### src/include/cam_consts.svh
// ==============================
// Camera front end constants
// Widths, APB map, reset values
// ==============================
`ifndef CAM_CONSTS_SVH
`define CAM_CONSTS_SVH

// Datapath widths
`define CAM_RAW_W        12
`define CAM_COORD_W      12
`define CAM_MAX_WIDTH    1024      // Raw columns held in the line buffer
`define CAM_APB_ADDR_W   8

// ============================== APB register map
`define CAM_REG_CTRL     8'h00     // [0] start, [1] rgb_mode
`define CAM_REG_WIDTH    8'h04
`define CAM_REG_HEIGHT   8'h08
`define CAM_REG_HUE      8'h0C     // [7:0] low, [15:8] high
`define CAM_REG_LEVEL    8'h10     // [7:0] saturation, [15:8] brightness
`define CAM_REG_FRAMES   8'h14     // Read only

// Reset values
`define CAM_RST_CTRL     2'b00
`define CAM_RST_WIDTH    12'd640
`define CAM_RST_HEIGHT   12'd480
`define CAM_RST_HUE      16'h1400  // High 20, low 0
`define CAM_RST_LEVEL    16'h0000

`endif

### src/design/cam_pkg.sv
// ==============================
// Camera front end types
// ==============================
`default_nettype none

`include "cam_consts.svh"

package cam_pkg;

  // Sample and pixel widths
  typedef logic [`CAM_RAW_W-1:0]       raw_pixel_t;    // One Bayer sample
  typedef logic [`CAM_RAW_W-1:0]       colour_t;       // Demosaiced component
  typedef logic [7:0]                  level_t;        // Hue, threshold, short component
  typedef logic [`CAM_COORD_W-1:0]     coord_t;        // Column, row or size
  typedef logic [31:0]                 frame_count_t;
  typedef logic [15:0]                 packed_pixel_t; // Output stream word

  // APB
  typedef logic [`CAM_APB_ADDR_W-1:0]  apb_addr_t;
  typedef logic [31:0]                 apb_word_t;

  // Capture control FSM
  typedef enum logic [1:0] {
    cap_idle,
    cap_wait_frame,
    cap_capturing
  } cap_state_t;

endpackage

`default_nettype wire

### src/design/frame_capture.sv
// ==============================
// Sensor capture
// Pin registers, start control, crop, frame count
// ==============================
`timescale 1ns/1ps
`default_nettype none

module frame_capture
  import cam_pkg::*;
(
  input  logic         ccd_pixel_clk,
  input  logic         reset,
  input  raw_pixel_t   raw_data,
  input  logic         frame_valid,
  input  logic         line_valid,
  input  logic         start,
  input  coord_t       img_width,
  input  coord_t       img_height,
  output raw_pixel_t   cap_data,
  output logic         cap_valid,
  output coord_t       cap_x,
  output coord_t       cap_y,
  output logic         frame_active,
  output frame_count_t frame_count
);

  raw_pixel_t raw_q;
  logic       fval_q, lval_q;   // Registered pins
  logic       fval_d, lval_d;   // One more cycle for edges
  cap_state_t state, state_nxt;
  coord_t     x_cnt, y_cnt;
  logic       frame_rise, frame_fall, line_fall;
  logic       capture_on, in_window;

  assign frame_rise = fval_q && !fval_d;
  assign frame_fall = !fval_q && fval_d;
  assign line_fall  = !lval_q && lval_d;

  // Pin and edge registers
  always_ff @(posedge ccd_pixel_clk) begin
    raw_q <= raw_data;
  end

  always_ff @(posedge ccd_pixel_clk) begin
    if (reset) begin
      {fval_q, lval_q, fval_d, lval_d} <= '0;
      state <= cap_idle;
    end else begin
      fval_q <= frame_valid;
      lval_q <= line_valid;
      fval_d <= fval_q;
      lval_d <= lval_q;
      state  <= state_nxt;
    end
  end

  // ============================== Start control FSM
  always_comb begin
    state_nxt = state;
    case (state)
      cap_idle:       if (start) state_nxt = cap_wait_frame;
      cap_wait_frame: if (frame_rise) state_nxt = cap_capturing;
      cap_capturing:  if (frame_fall) state_nxt = start ? cap_wait_frame : cap_idle;
      default:        state_nxt = cap_idle;
    endcase
  end

  // First sample of a frame may arrive with the rising frame_valid
  assign capture_on   = (state == cap_capturing) || (state == cap_wait_frame && frame_rise);
  assign in_window    = (x_cnt < img_width) && (y_cnt < img_height);   // Crop
  assign frame_active = (state == cap_capturing);

  // ============================== Coordinates
  always_ff @(posedge ccd_pixel_clk) begin
    if (reset) begin
      x_cnt       <= '0;
      y_cnt       <= '0;
      cap_valid   <= 1'b0;
      frame_count <= '0;
    end else begin
      x_cnt <= lval_q ? x_cnt + 1'b1 : '0;   // Column within the line
      if (!fval_q) y_cnt <= '0;
      else if (line_fall) y_cnt <= y_cnt + 1'b1;
      cap_valid <= lval_q && capture_on && in_window;
      if (state == cap_capturing && frame_fall)
        frame_count <= frame_count + 1'b1;   // Captured frame done
    end
  end

  always_ff @(posedge ccd_pixel_clk) begin
    cap_data <= raw_q;
    cap_x    <= x_cnt;
    cap_y    <= y_cnt;
  end

endmodule

`default_nettype wire

### config.mk
export PLATFORM = sky130hd
export DESIGN_NAME = frame_capture
export DESIGN_NICKNAME = d
export VERILOG_FILES = /design/src/design/cam_pkg.sv /design/src/design/frame_capture.sv
export VERILOG_INCLUDE_DIRS = /design/src /design/src/include
export SDC_FILE = /design/constraint.sdc
export NUM_CORES = 1
export LEC_CHECK = 0
export BUFFER_PORTS_ARGS = -buffer_cell sky130_fd_sc_hd__buf_2
export CAP_MARGIN = 20
export CORE_MARGIN = 2
export CORE_UTILIZATION = 47
export CTS_CLUSTER_SIZE = 12
export DETAILED_ROUTE_END_ITERATION = 6
export PLACE_DENSITY = 0.86
export SYNTH_ARGS = -nofsm -noshare
export SYNTH_HDL_FRONTEND = slang
export SYNTH_SLANG_ARGS = --single-unit
### constraint.sdc
create_clock -name ccd_pixel_clk -period 1.7 [get_ports ccd_pixel_clk]
set_clock_uncertainty 0.2 [all_clocks]
set_input_delay 0.34 -clock ccd_pixel_clk [delete_from_list [all_inputs] [get_ports ccd_pixel_clk]]
set_output_delay 0.34 -clock ccd_pixel_clk [all_outputs]
set_load 0.02 [all_outputs]
==> Flow_metrics.wiki, run 1 <==
{| class="wikitable"
! Metric !! Value
|-
| Run status || finished, violations left
|-
| Violations in the final reports || negative setup slack
|-
| Worst slew margin relative to its limit || 62.5%
|-
| Hold_sp || raw_q[5]
|-
| Placement Setup Slack || -0.326 ns
|-
| Sequential area share after synthesis || 53.0%
|-
| Share of synthesized cell area in full adder, half adder and majority cells || 7.47%
|-
| Horizontal extent of the die || 98.4 µm
|-
| Die ar. || 0.00968 mm²
|-
| Synth Register Bits || 111
|-
| Multi-input logic area || 0.00214 mm²
|-
| Antenna Cells || 0
|-
| Register-to-register setup slack || -0.09 ns
|-
| Cell area power density || 746 mW/mm²
|-
| Flop pwr share || 59.5%
|-
| Top cells by area, synth || dfxtp_1 53%, xor2_1 7.7%, ha_1 7.5%
|-
| Max frequency || 0.560 GHz
|-
| Proportion of layout cells with a drive suffix above 1 || 41.6%
|-
| Share of total power consumed by net switching || 24.8%
|-
| Fillcell total || 644
|-
| Drc violations || 0
|-
| Global-route wire length before repair || 15600 µm
|-
| Total wire length || 10100 µm
|-
| Simple-gate share of the synthesized area || 20.9%
|-
| Clock slew at the register clock pins of the worst setup and hold paths || 0.11 ns
|-
| Final worst-path cycle share || 105%
|-
| Final worst-path setup slack || -0.0859 ns
|-
| Fraction of post-synthesis cell area in the top cell type by area || 53.0%
|-
| Setup repair after global routing missed its margin || yes
|-
| Total chip power || 4.46 mW
|-
| Delay of the slowest cell on the worst path || 0.37 ns
|-
| Pin count of the biggest net entering global routing || 36
|-
| Port bufs || 110
|-
| Kind of launch point of the worst setup path || register
|-
| Post-detailed-route via-to-cell ratio || 5.03
|-
| Synth unique cells || 40
|-
| P_leak || 2.77 nW
|-
| Library cell with the largest summed area after synthesis || dfxtp_1
|-
| Commonest register cell after synthesis || dfxtp_1
|-
| Proportion of synthesized area in mux cells || 0.478%
|-
| Post-DP HPWL || 6820 µm
|-
| Final setup violation count || 1
|-
| Capture instance of the worst register-to-register path || cap_valid
|-
| Required @ worst endpoint || 1.77 ns
|-
| Relative area change from synthesis to final layout || 42.6%
|-
| Placeable core region || 0.00868 mm²
|-
| Number of nets with antenna violations after routing || 0
|-
| Antenna violations before repair || 0
|-
| Compound-Gate Fraction of Synth Area || 4.09%
|-
| Critical path startpoint || x_cnt[5]
|-
| Buffer and inverter count on the worst path || 0
|-
| TritonCTS clock tree || done
|-
| Clock buffer count from CTS || 9
|-
| Number of global-route vias before repair || 3504
|-
| Initial DRC Count || 64
|-
| Routability congestion estimate from global placement || 0.856
|-
| Drt first pass iters || 4
|-
| Starting utilization of the core area || 48.3%
|-
| Xor/xnor cell area share of the yosys netlist || 10.2%
|-
| Area of the mapped netlist || 0.00419 mm²
|-
| Psw || 1.10 mW
|-
| Fraction of synthesis flops using an asynchronous set or reset pin || 0%
|-
| Number of levels the H-tree was split into || 3
|-
| Number of warnings printed during yosys synthesis || 0
|-
| Maximum fanout count along the critical path || 2
|-
| Worst hold-check slack || 0.137 ns
|-
| Worst-skew pair later-pin latency || 0.36 ns
|-
| Share of power burned in combinational logic || 6.0%
|-
| Synthesized Nets || 482
|-
| Capturing element type of the critical path || register
|-
| Aggregate negative setup slack || -0.0859 ns
|-
| Floorplan row count || 34
|-
| Internal Dissipation || 3.35 mW
|-
| Wire per inst || 14.4 µm
|-
| Core Util, Final || 68.8%
|-
| Total number of vias || 3529
|-
| Worst hold path class || reg2reg
|-
| Dominant delay contributor by cell family on the critical path || compound AO/OA/AOI/OAI gates
|-
| I/O Pins || 111
|-
| Max VDD drop || 0.000484 V
|-
| GR Overflow Total || 0
|-
| Layout Nets || 655
|-
| Share of total power in the clock network || 34.5%
|-
| Count of max-cap constraint violations || 0
|-
| Total count of max-transition violations in the final report || 0
|-
| Avg Cell Area, Syn || 10.1 µm²
|-
| Measured slew at the worst slew-check pin || 0.562 ns
|-
| Post-synthesis instance total || 416
|-
| Sequential standard cell area || 0.00226 mm²
|-
| Levels on crit path || 6
|-
| TritonCTS sink count || 111
|-
| Arrival time at the worst endpoint || 1.86 ns
|-
| Crit path time final || 1.79 ns
|-
| Worst flop-to-flop path startpoint || x_cnt[5]
|-
| Total count of hold-check failures in the final report || 0
|-
| Die Height || 98.4 µm
|-
| Global routing usage summed across all routing layers || 19.9%
|-
| Dominant combinational cell family by area after synthesis || simple AND/OR/NAND/NOR gates
|-
| Clk root buf || clkbuf_8
|-
| Worst setup endpoint || cap_valid
|-
| Worst path slowest cell || dfxtp_2
|-
| Depth of the worst register-to-register path || 6
|-
| Number of synthesized flops with an enable pin || 0
|-
| Maximum clock insertion buffer count || 2
|-
| Category of the most critical setup path || reg2reg
|-
| Cells along the critical path || ha_4 -> a21oi_2 -> nor2_1 -> a211oi_2 -> o41ai_4 -> a2111oi_4
|}
-- state kept, by name (all words and copies together), names as in the netlist --
signal,cells
fval_d,1
x_cnt,12
lval_d,1
state,2
cap_data,12
cap_x,12
raw_q,12
lval_q,1
fval_q,1
y_cnt,12
cap_valid,1
frame_count,32
cap_y,12
-- cell type report --
cell class / instances / share of cell area (%)
Multi-Input combinational cell: 266 / 35.8
Sequential cell: 111 / 37.8
Inverter: 29 / 1.82
Timing Repair Buffer: 172 / 18.9
Clock inverter: 7 / 1.32
Tap cell: 108 / 2.26
Clock buffer: 9 / 2.07
-- worst reg2reg max path, stage by stage (launching register included) --
cell	delay (ns)
dfxtp_2	0.37
ha_4	0.21
a21oi_2	0.13
nor2_1	0.07
a211oi_2	0.28
o41ai_4	0.15
a2111oi_4	0.29
-- per-layer routing --
layer	wire length (µm)	GRT usage, %
met5	0	0
met4	52	5.80
met3	427	5.01
met2	5410	36.7
met1	4240	22.5
-- power by group through the flow --
stage	Sequential, mW	Combinational [mW]	Clock [mW]
global placement	2.71	0.200	0
global route	2.66	0.291	1.69
CTS	2.65	0.259	1.59
finish	2.65	0.268	1.54
floorplan	2.74	0.0824	0
detailed placement	2.71	0.208	0
-- what timing repair did --
| item | 4_1_cts | 5_1_grt |
|---|---|---|
| hold endpoints to repair | 14 | 0 |
| hold buffers | 15 | 0 |
| pin swaps | 11 | 13 |
| setup endpoints to repair | 6 | 29 |
| resized for setup | 28 | 40 |
| setup buffers | 2 | 6 |
| cloned | 0 | 1 |
-- synthesized netlist by cell type (2+ instances only) --
cell type / instances
nand2b_1: 5
nand3_1: 21
mux2i_1: 2
or3_1: 3
nor2_1: 61
nor3_1: 3
dfxtp_1: 111
nand4_1: 20
and3_1: 11
a2111oi_0: 3
clkbuf_1: 6
ha_1: 25
nor2b_1: 4
a21o_1: 2
xor2_1: 37
and2_1: 5
nand2_1: 20
a21oi_1: 9
inv_1: 29
and4_1: 5
o21ai_0: 4
xnor2_1: 12
-- how the worst min path moves through the flow --
stage / endpoint / slack (ns) / cells past startpoint
2_1_floorplan: cap_data[0] / 0.11 / 0
3_3_place_gp: cap_data[0] / 0.11 / 0
3_5_place_dp: cap_data[2] / 0.11 / 0
4_1_cts: state[0] / 0.12 / 4
5_1_grt: state[0] / 0.13 / 4
6_report: cap_data[5] / 0.14 / 0
-- cells in the final DEF, fill, tap and decap left out, types with 2 or more instances in the layout --
cell type      instances
buf_2                109
dfxtp_1               86
nor2_1                60
buf_4                 39
xor2_1                36
inv_1                 28
dfxtp_2               23
nand4_1               20
ha_1                  17
nand2_1               16
nand3_1               15
dlygate4sd3_1         15
xnor2_1               12
clkbuf_8               9
and3_1                 8
ha_4                   8
a21oi_1                6
nand3_2                5
nand2b_1               5
buf_6                  5
and4_4                 4
and2_1                 4
o21ai_0                4
nand2_2                3
and3_4                 3
or3_1                  3
a21oi_2                3
nor3_2                 3
a2111oi_4              3
clkinv_4               3
buf_12                 3
and4_1                 2
mux2i_1                2
nor2b_1                2
a21o_1                 2
clkinv_8               2
dfxtp_4                2
-- per-stage QoR --
step	cells	cell area (µm²)
floorplan	416	4240
global placement	663	5200
detailed placement	663	5200
CTS	695	5740
global route	702	5970
finish	702	5970
-- cells by family (layout without fill, tap and decap cells) --
kind of cell	Yosys count	count (layout)
compound gates	25	25
xor+xnor	49	49
fa+ha+maj	25	25
buf+inv	39	217
flops	111	111
mux	2	2
simple gates	165	165
(Power assumes the default switching activity.)
==> inputs of run 2 (changes only) <==
--- a/config.mk
+++ b/config.mk
@@ -8,6 +8,7 @@
 export LEC_CHECK = 0
 export BUFFER_PORTS_ARGS = -buffer_cell sky130_fd_sc_hd__buf_2
 export CAP_MARGIN = 20
+export CORE_ASPECT_RATIO = 1.1
 export CORE_MARGIN = 2
 export CORE_UTILIZATION = 47
 export CTS_CLUSTER_SIZE = 12
==> Flow_metrics.wiki, run 2 (same netlist as run 1, synthesis figures left out) <==
{| class="wikitable"
! Metric !! Value
|-
| Layout Nets || 649 (was 655)
|-
| Multi-input logic area || 0.00199 mm² (was 0.00214 mm²)
|-
| Number of global-route vias before repair || 3402 (was 3504)
|-
| Cells along the critical path || ha_4 -> nand2_1 -> a21oi_1 -> a2111oi_4 -> o41ai_2 -> a2111oi_2 (was ha_4 -> a21oi_2 -> nor2_1 -> a211oi_2 -> o41ai_4 -> a2111oi_4)
|-
| Crit path time final || 1.72 ns (was 1.79 ns)
|-
| Max frequency || 0.582 GHz (was 0.560 GHz)
|-
| Total wire length || 9460 µm (was 10100 µm)
|-
| Maximum clock insertion buffer count || 2 (unchanged)
|-
| Maximum fanout count along the critical path || 2 (unchanged)
|-
| Run status || finished, violations left (unchanged)
|-
| Final worst-path cycle share || 101% (was 105%)
|-
| Final setup violation count || 1 (unchanged)
|-
| Relative area change from synthesis to final layout || 37.1% (was 42.6%)
|-
| Worst hold path class || reg2reg (unchanged)
|-
| Drc violations || 0 (unchanged)
|-
| Global routing usage summed across all routing layers || 19.2% (was 19.9%)
|-
| Post-detailed-route via-to-cell ratio || 4.97 (was 5.03)
|-
| Die ar. || 0.00968 mm² (about the same)
|-
| Final worst-path setup slack || -0.0169 ns (was -0.0859 ns)
|-
| Horizontal extent of the die || 94.0 µm (was 98.4 µm)
|-
| Number of nets with antenna violations after routing || 0 (unchanged)
|-
| Die Height || 103 µm (was 98.4 µm)
|-
| Global-route wire length before repair || 14800 µm (was 15600 µm)
|-
| Routability congestion estimate from global placement || 0.852 (was 0.856)
|-
| Kind of launch point of the worst setup path || register (unchanged)
|-
| Category of the most critical setup path || reg2reg (unchanged)
|-
| Clock slew at the register clock pins of the worst setup and hold paths || 0.11 ns (about the same)
|-
| Required @ worst endpoint || 1.74 ns (was 1.77 ns)
|-
| Pin count of the biggest net entering global routing || 38 (was 36)
|-
| Setup repair after global routing missed its margin || yes (unchanged)
|-
| Measured slew at the worst slew-check pin || 0.486 ns (was 0.562 ns)
|-
| Clk root buf || clkbuf_8 (unchanged)
|-
| Clock buffer count from CTS || 9 (unchanged)
|-
| Worst hold-check slack || 0.138 ns (was 0.137 ns)
|-
| Total count of hold-check failures in the final report || 0 (unchanged)
|-
| Aggregate negative setup slack || -0.0169 ns (was -0.0859 ns)
|-
| Capturing element type of the critical path || register (unchanged)
|-
| Max VDD drop || 0.000565 V (was 0.000484 V)
|-
| Floorplan row count || 36 (was 34)
|-
| Count of max-cap constraint violations || 0 (unchanged)
|-
| Reg with most FFs || frame_count (unchanged)
|-
| Post-DP HPWL || 6670 µm (was 6820 µm)
|-
| Worst-skew pair later-pin latency || 0.36 ns (about the same)
|-
| Antenna Cells || 0 (unchanged)
|-
| Port bufs || 110 (unchanged)
|-
| Wire per inst || 13.5 µm (was 14.4 µm)
|-
| Starting utilization of the core area || 47.7% (was 48.3%)
|-
| I/O Pins || 111 (unchanged)
|-
| GR Overflow Total || 0 (unchanged)
|-
| Proportion of layout cells with a drive suffix above 1 || 37.6% (was 41.6%)
|-
| TritonCTS sink count || 111 (unchanged)
|-
| Violations in the final reports || negative setup slack (unchanged)
|-
| Drt first pass iters || 4 (unchanged)
|-
| Fillcell total || 701 (was 644)
|-
| TritonCTS clock tree || done (unchanged)
|-
| Cell area power density || 774 mW/mm² (was 746 mW/mm²)
|-
| Worst slew margin relative to its limit || 67.6% (was 62.5%)
|-
| Antenna violations before repair || 0 (unchanged)
|-
| Delay of the slowest cell on the worst path || 0.36 ns (was 0.37 ns)
|-
| Arrival time at the worst endpoint || 1.75 ns (was 1.86 ns)
|-
| Most frequent cells in the layout || 109 x buf_2, 92 x dfxtp_1, 58 x nor2_1 (was 109 x buf_2, 86 x dfxtp_1, 60 x nor2_1)
|-
| Placement Setup Slack || -0.273 ns (was -0.326 ns)
|-
| Initial DRC Count || 93 (was 64)
|-
| Most common library cell in the layout ignoring fill and taps || buf_2 (unchanged)
|-
| Core Util, Final || 65.4% (was 68.8%)
|-
| Worst path slowest cell || dfxtp_1 (was dfxtp_2)
|-
| P_leak || 2.70 nW (was 2.77 nW)
|-
| Placeable core region || 0.00878 mm² (was 0.00868 mm²)
|-
| Largest register FFs || 32 (unchanged)
|-
| Number of levels the H-tree was split into || 3 (unchanged)
|-
| Total number of vias || 3491 (was 3529)
|-
| Total count of max-transition violations in the final report || 0 (unchanged)
|-
| Sequential standard cell area || 0.00225 mm² (was 0.00226 mm²)
|}
run 2: cell types whose count changed in the layout (fill, tap and decap cells not counted), moves of 4 or more:
cell | before | now
dfxtp_1 | 86 | 92
dfxtp_2 | 23 | 17
ha_1 | 17 | 22
ha_4 | 8 | 3
nand2_1 | 16 | 20
run 2: stage by stage:
stage	instance area (µm²)	power [mW]	instances
after floorplan	4240	2.82	416
after global placement	5220	2.91	670
after detailed placement	5220	2.92	670
final	5740	4.44	702
after CTS	5640	4.49	700
after global routing	5740	4.62	702
run 2: what timing repair did:
item	4_1_cts	5_1_grt
endpoints found under the setup margin	2	25
buffers inserted	0	2
pin swaps	6	3
hold buffers	14	0
endpoints found under the hold margin	14	0
gates resized for setup	14	22
run 2: routing by layer:
metal	track usage [%]	up-vias	wire length [µm]	part of all wire (%)
li1	-	1729	-	-
met1	22.6	1627	3880	41
met2	34.2	114	4900	52
met3	2.85	21	472	5.0
met4	9.25	0	198	2.1
met5	0	-	0	0
run 2: path summary, 6_finish.rpt:
check / slack, ns / start / endpoint / depth (start not counted)
worst max-delay path: -0.02 / x_cnt[2] / cap_valid / 6
worst min-delay path: 0.14 / raw_q[7] / cap_data[7] / 0
worst max register to register: -0.02 / x_cnt[2] / cap_valid / 6
worst min register to register: 0.14 / raw_q[7] / cap_data[7] / 0
run 2: power by group:
group          switching (mW)  internal (mW)  total, mW  leakage, nW
combinational           0.123          0.124      0.247         1.69
clock                   0.930          0.615       1.55       0.0964
sequential             0.0137           2.64       2.65        0.915
run 2: final cells by class:
cell class | count | area share (%)
multi-input cells | 266 | 34.6
flip-flops and latches | 111 | 39.2
clock inverters | 6 | 1.05
well taps | 114 | 2.48
repair buffers | 166 | 18.3
inverters | 29 | 1.90
clock buffers | 10 | 2.40
run 2: critical path: cells and delay by family (launching register included):
kind	cells	cell delay (ns)
adders and majority gates	1	0.30
and+or+nand+nor	1	0.06
DFF	1	0.36
AOI/OAI and AO/OA	4	0.68
==> inputs of run 3 (changes only) <==
--- a/config.mk
+++ b/config.mk
@@ -17,3 +17,4 @@
 export SYNTH_ARGS = -nofsm -noshare
 export SYNTH_HDL_FRONTEND = slang
 export SYNTH_SLANG_ARGS = --single-unit
+export TNS_END_PERCENT = 5
==> constraint.sdc (replaced) <==
create_clock -name ccd_pixel_clk -period 1.7 [get_ports ccd_pixel_clk]
set_clock_uncertainty 0.2 [all_clocks]
set_input_delay 0.17 -clock ccd_pixel_clk [delete_from_list [all_inputs] [get_ports ccd_pixel_clk]]
set_output_delay 0.17 -clock ccd_pixel_clk [all_outputs]
set_load 0.02 [all_outputs]
==> Flow_metrics.wiki, run 3 (same netlist as run 1, synthesis figures left out) <==
{| class="wikitable"
! Metric !! Value
|-
| Run status || finished, violations left (unchanged)
|-
| Violations in the final reports || negative setup slack (unchanged)
|-
| Depth of the worst register-to-register path || 6 (unchanged)
|-
| Global routing usage summed across all routing layers || 19.1% (was 19.2%)
|-
| Floorplan row count || 36 (unchanged)
|-
| Setup repair after global routing missed its margin || yes (unchanged)
|-
| Most frequent cells in the layout || 109 x buf_2, 95 x dfxtp_1, 60 x nor2_1 (was 109 x buf_2, 92 x dfxtp_1, 58 x nor2_1)
|-
| Clock slew at the register clock pins of the worst setup and hold paths || 0.10 ns (was 0.11 ns)
|-
| Placement Cell Area || 0.00524 mm² (was 0.00522 mm²)
|-
| Clock buffer count from CTS || 9 (unchanged)
|-
| Maximum clock insertion buffer count || 2 (unchanged)
|-
| Measured slew at the worst slew-check pin || 0.383 ns (was 0.486 ns)
|-
| Layout Nets || 655 (was 649)
|-
| Worst slew margin relative to its limit || 74.5% (was 67.6%)
|-
| Most common library cell in the layout ignoring fill and taps || buf_2 (unchanged)
|-
| Worst setup endpoint || cap_valid (unchanged)
|-
| Arrival time at the worst endpoint || 1.78 ns (was 1.75 ns)
|-
| Die ar. || 0.00968 mm² (unchanged)
|-
| Total count of max-transition violations in the final report || 0 (unchanged)
|-
| P_leak || 2.72 nW (was 2.70 nW)
|-
| Reg with most FFs || frame_count (unchanged)
|-
| Cells after DPL || 677 (was 670)
|-
| Worst flop-to-flop path startpoint || x_cnt[5] (was x_cnt[2])
|-
| Relative area change from synthesis to final layout || 35.9% (was 37.1%)
|-
| Number of global-route vias before repair || 3369 (was 3402)
|-
| Post-detailed-route via-to-cell ratio || 4.92 (was 4.97)
|-
| Wire per inst || 13.3 µm (was 13.5 µm)
|-
| Fillcell total || 702 (was 701)
|-
| Final setup violation count || 2 (was 1)
|-
| Drc violations || 0 (unchanged)
|-
| Number of levels the H-tree was split into || 3 (unchanged)
|-
| Total count of hold-check failures in the final report || 0 (unchanged)
|-
| Initial DRC Count || 77 (was 93)
|-
| Post-DP HPWL || 6940 µm (was 6670 µm)
|-
| Final worst-path setup slack || -0.0241 ns (was -0.0169 ns)
|-
| Port bufs || 110 (unchanged)
|-
| Placement Setup Slack || -0.118 ns (was -0.273 ns)
|-
| Non-filler instance count after layout || 708 (was 702)
|-
| Clk root buf || clkbuf_8 (unchanged)
|-
| Total number of vias || 3480 (was 3491)
|-
| Core Util, Final || 64.8% (was 65.4%)
|-
| Antenna violations before repair || 0 (unchanged)
|-
| Proportion of layout cells with a drive suffix above 1 || 35.5% (was 37.6%)
|-
| Crit path time final || 1.72 ns (about the same)
|-
| Critical path startpoint || x_cnt[5] (was x_cnt[2])
|-
| Kind of launch point of the worst setup path || register (unchanged)
|-
| Starting utilization of the core area || 47.7% (unchanged)
|-
| Placeable core region || 0.00878 mm² (unchanged)
|-
| Maximum fanout count along the critical path || 2 (unchanged)
|-
| Worst-skew pair later-pin latency || 0.35 ns (was 0.36 ns)
|-
| Category of the most critical setup path || reg2reg (unchanged)
|-
| Global-route wire length before repair || 14900 µm (was 14800 µm)
|-
| Capture instance of the worst register-to-register path || cap_valid (unchanged)
|-
| TritonCTS clock tree || done (unchanged)
|-
| TritonCTS sink count || 111 (unchanged)
|-
| I/O Pins || 111 (unchanged)
|-
| Die Height || 103 µm (unchanged)
|-
| Count of max-cap constraint violations || 0 (unchanged)
|-
| Largest register FFs || 32 (unchanged)
|-
| Worst hold path class || in2reg (was reg2reg)
|-
| Max frequency || 0.580 GHz (was 0.582 GHz)
|-
| Horizontal extent of the die || 94.0 µm (unchanged)
|-
| Final worst-path cycle share || 101% (about the same)
|-
| Capturing element type of the critical path || register (unchanged)
|-
| Cell area power density || 767 mW/mm² (was 774 mW/mm²)
|-
| Total chip power || 4.37 mW (was 4.44 mW)
|-
| Antenna Cells || 0 (unchanged)
|-
| Max VDD drop || 0.000509 V (was 0.000565 V)
|-
| Required @ worst endpoint || 1.75 ns (was 1.74 ns)
|-
| GR Overflow Total || 0 (unchanged)
|-
| Post-route cell area || 0.00569 mm² (was 0.00574 mm²)
|-
| Total wire length || 9450 µm (was 9460 µm)
|-
| Number of nets with antenna violations after routing || 0 (unchanged)
|-
| Routability congestion estimate from global placement || 0.837 (was 0.852)
|-
| Drt first pass iters || 4 (unchanged)
|-
| Pin count of the biggest net entering global routing || 38 (unchanged)
|-
| Register-to-register setup slack || -0.02 ns (about the same)
|}
[run 3: worst min path at each step]
stage / start / slack, ns / depth (start not counted) / end
4_1_cts: reset / 0.06 / 5 / cap_valid
3_5_place_dp: raw_data[9] / 0.07 / 1 / raw_q[9]
2_1_floorplan: raw_data[0] / -0.002 / 0 / raw_q[0]
5_1_grt: reset / 0.10 / 5 / cap_valid
3_3_place_gp: raw_data[4] / 0.07 / 1 / raw_q[4]
6_report: reset / 0.08 / 5 / cap_valid
[run 3: per-stage QoR]
stage / hold slack [ns] / setup TNS [ns]
after floorplan: -0.00228 / -0.0337
after global placement: 0.0720 / -0.0567
after detailed placement: 0.0744 / -0.118
after CTS: 0.0612 / -0.0251
after global routing: 0.104 / -0.883
final: 0.0755 / -0.0257
[run 3: layer usage]
metal | wire length (µm) | vias to the layer above | share of wire [%] | global-route usage [%]
li1 | - | 1738 | - | -
met4 | 165 | 0 | 1.7 | 7.02
met5 | 0 | - | 0 | 0
met3 | 363 | 13 | 3.8 | 2.49
met1 | 3980 | 1633 | 42 | 22.3
met2 | 4940 | 96 | 52 | 35.7
[run 3: critical path, stage by stage (launching register included)]
cell,delay (ns)
dfxtp_1,0.33
ha_1,0.29
a21oi_1,0.14
nor2_1,0.06
a211oi_2,0.19
o41ai_2,0.12
a2111oi_2,0.29
[run 3: timing repair]
action                     CTS  global route
buffers inserted             0             0
gates resized for setup     15            10
hold buffers                15             0
setup endpoints to repair    5            23
hold endpoints to repair    15             0
pin swaps                    4             0
[run 3: where the power goes]
group | internal [mW] | total (mW) | leakage [nW] | switching, mW
Clock | 0.563 | 1.47 | 0.0923 | 0.906
Sequential | 2.64 | 2.65 | 0.912 | 0.0133
Combinational | 0.123 | 0.243 | 1.71 | 0.121
Total | 3.33 | 4.37 | 2.72 | 1.04
[run 3: cell type report]
cell class	instances	area, µm²	share of cell area, %
repair buffers	172	1090	19.2
well taps	114	143	2.50
multi-input cells	266	1920	33.7
flip-flops and latches	111	2240	39.4
inverters	29	109	1.91
clock inverters	7	62.6	1.10
clock buffers	9	124	2.18
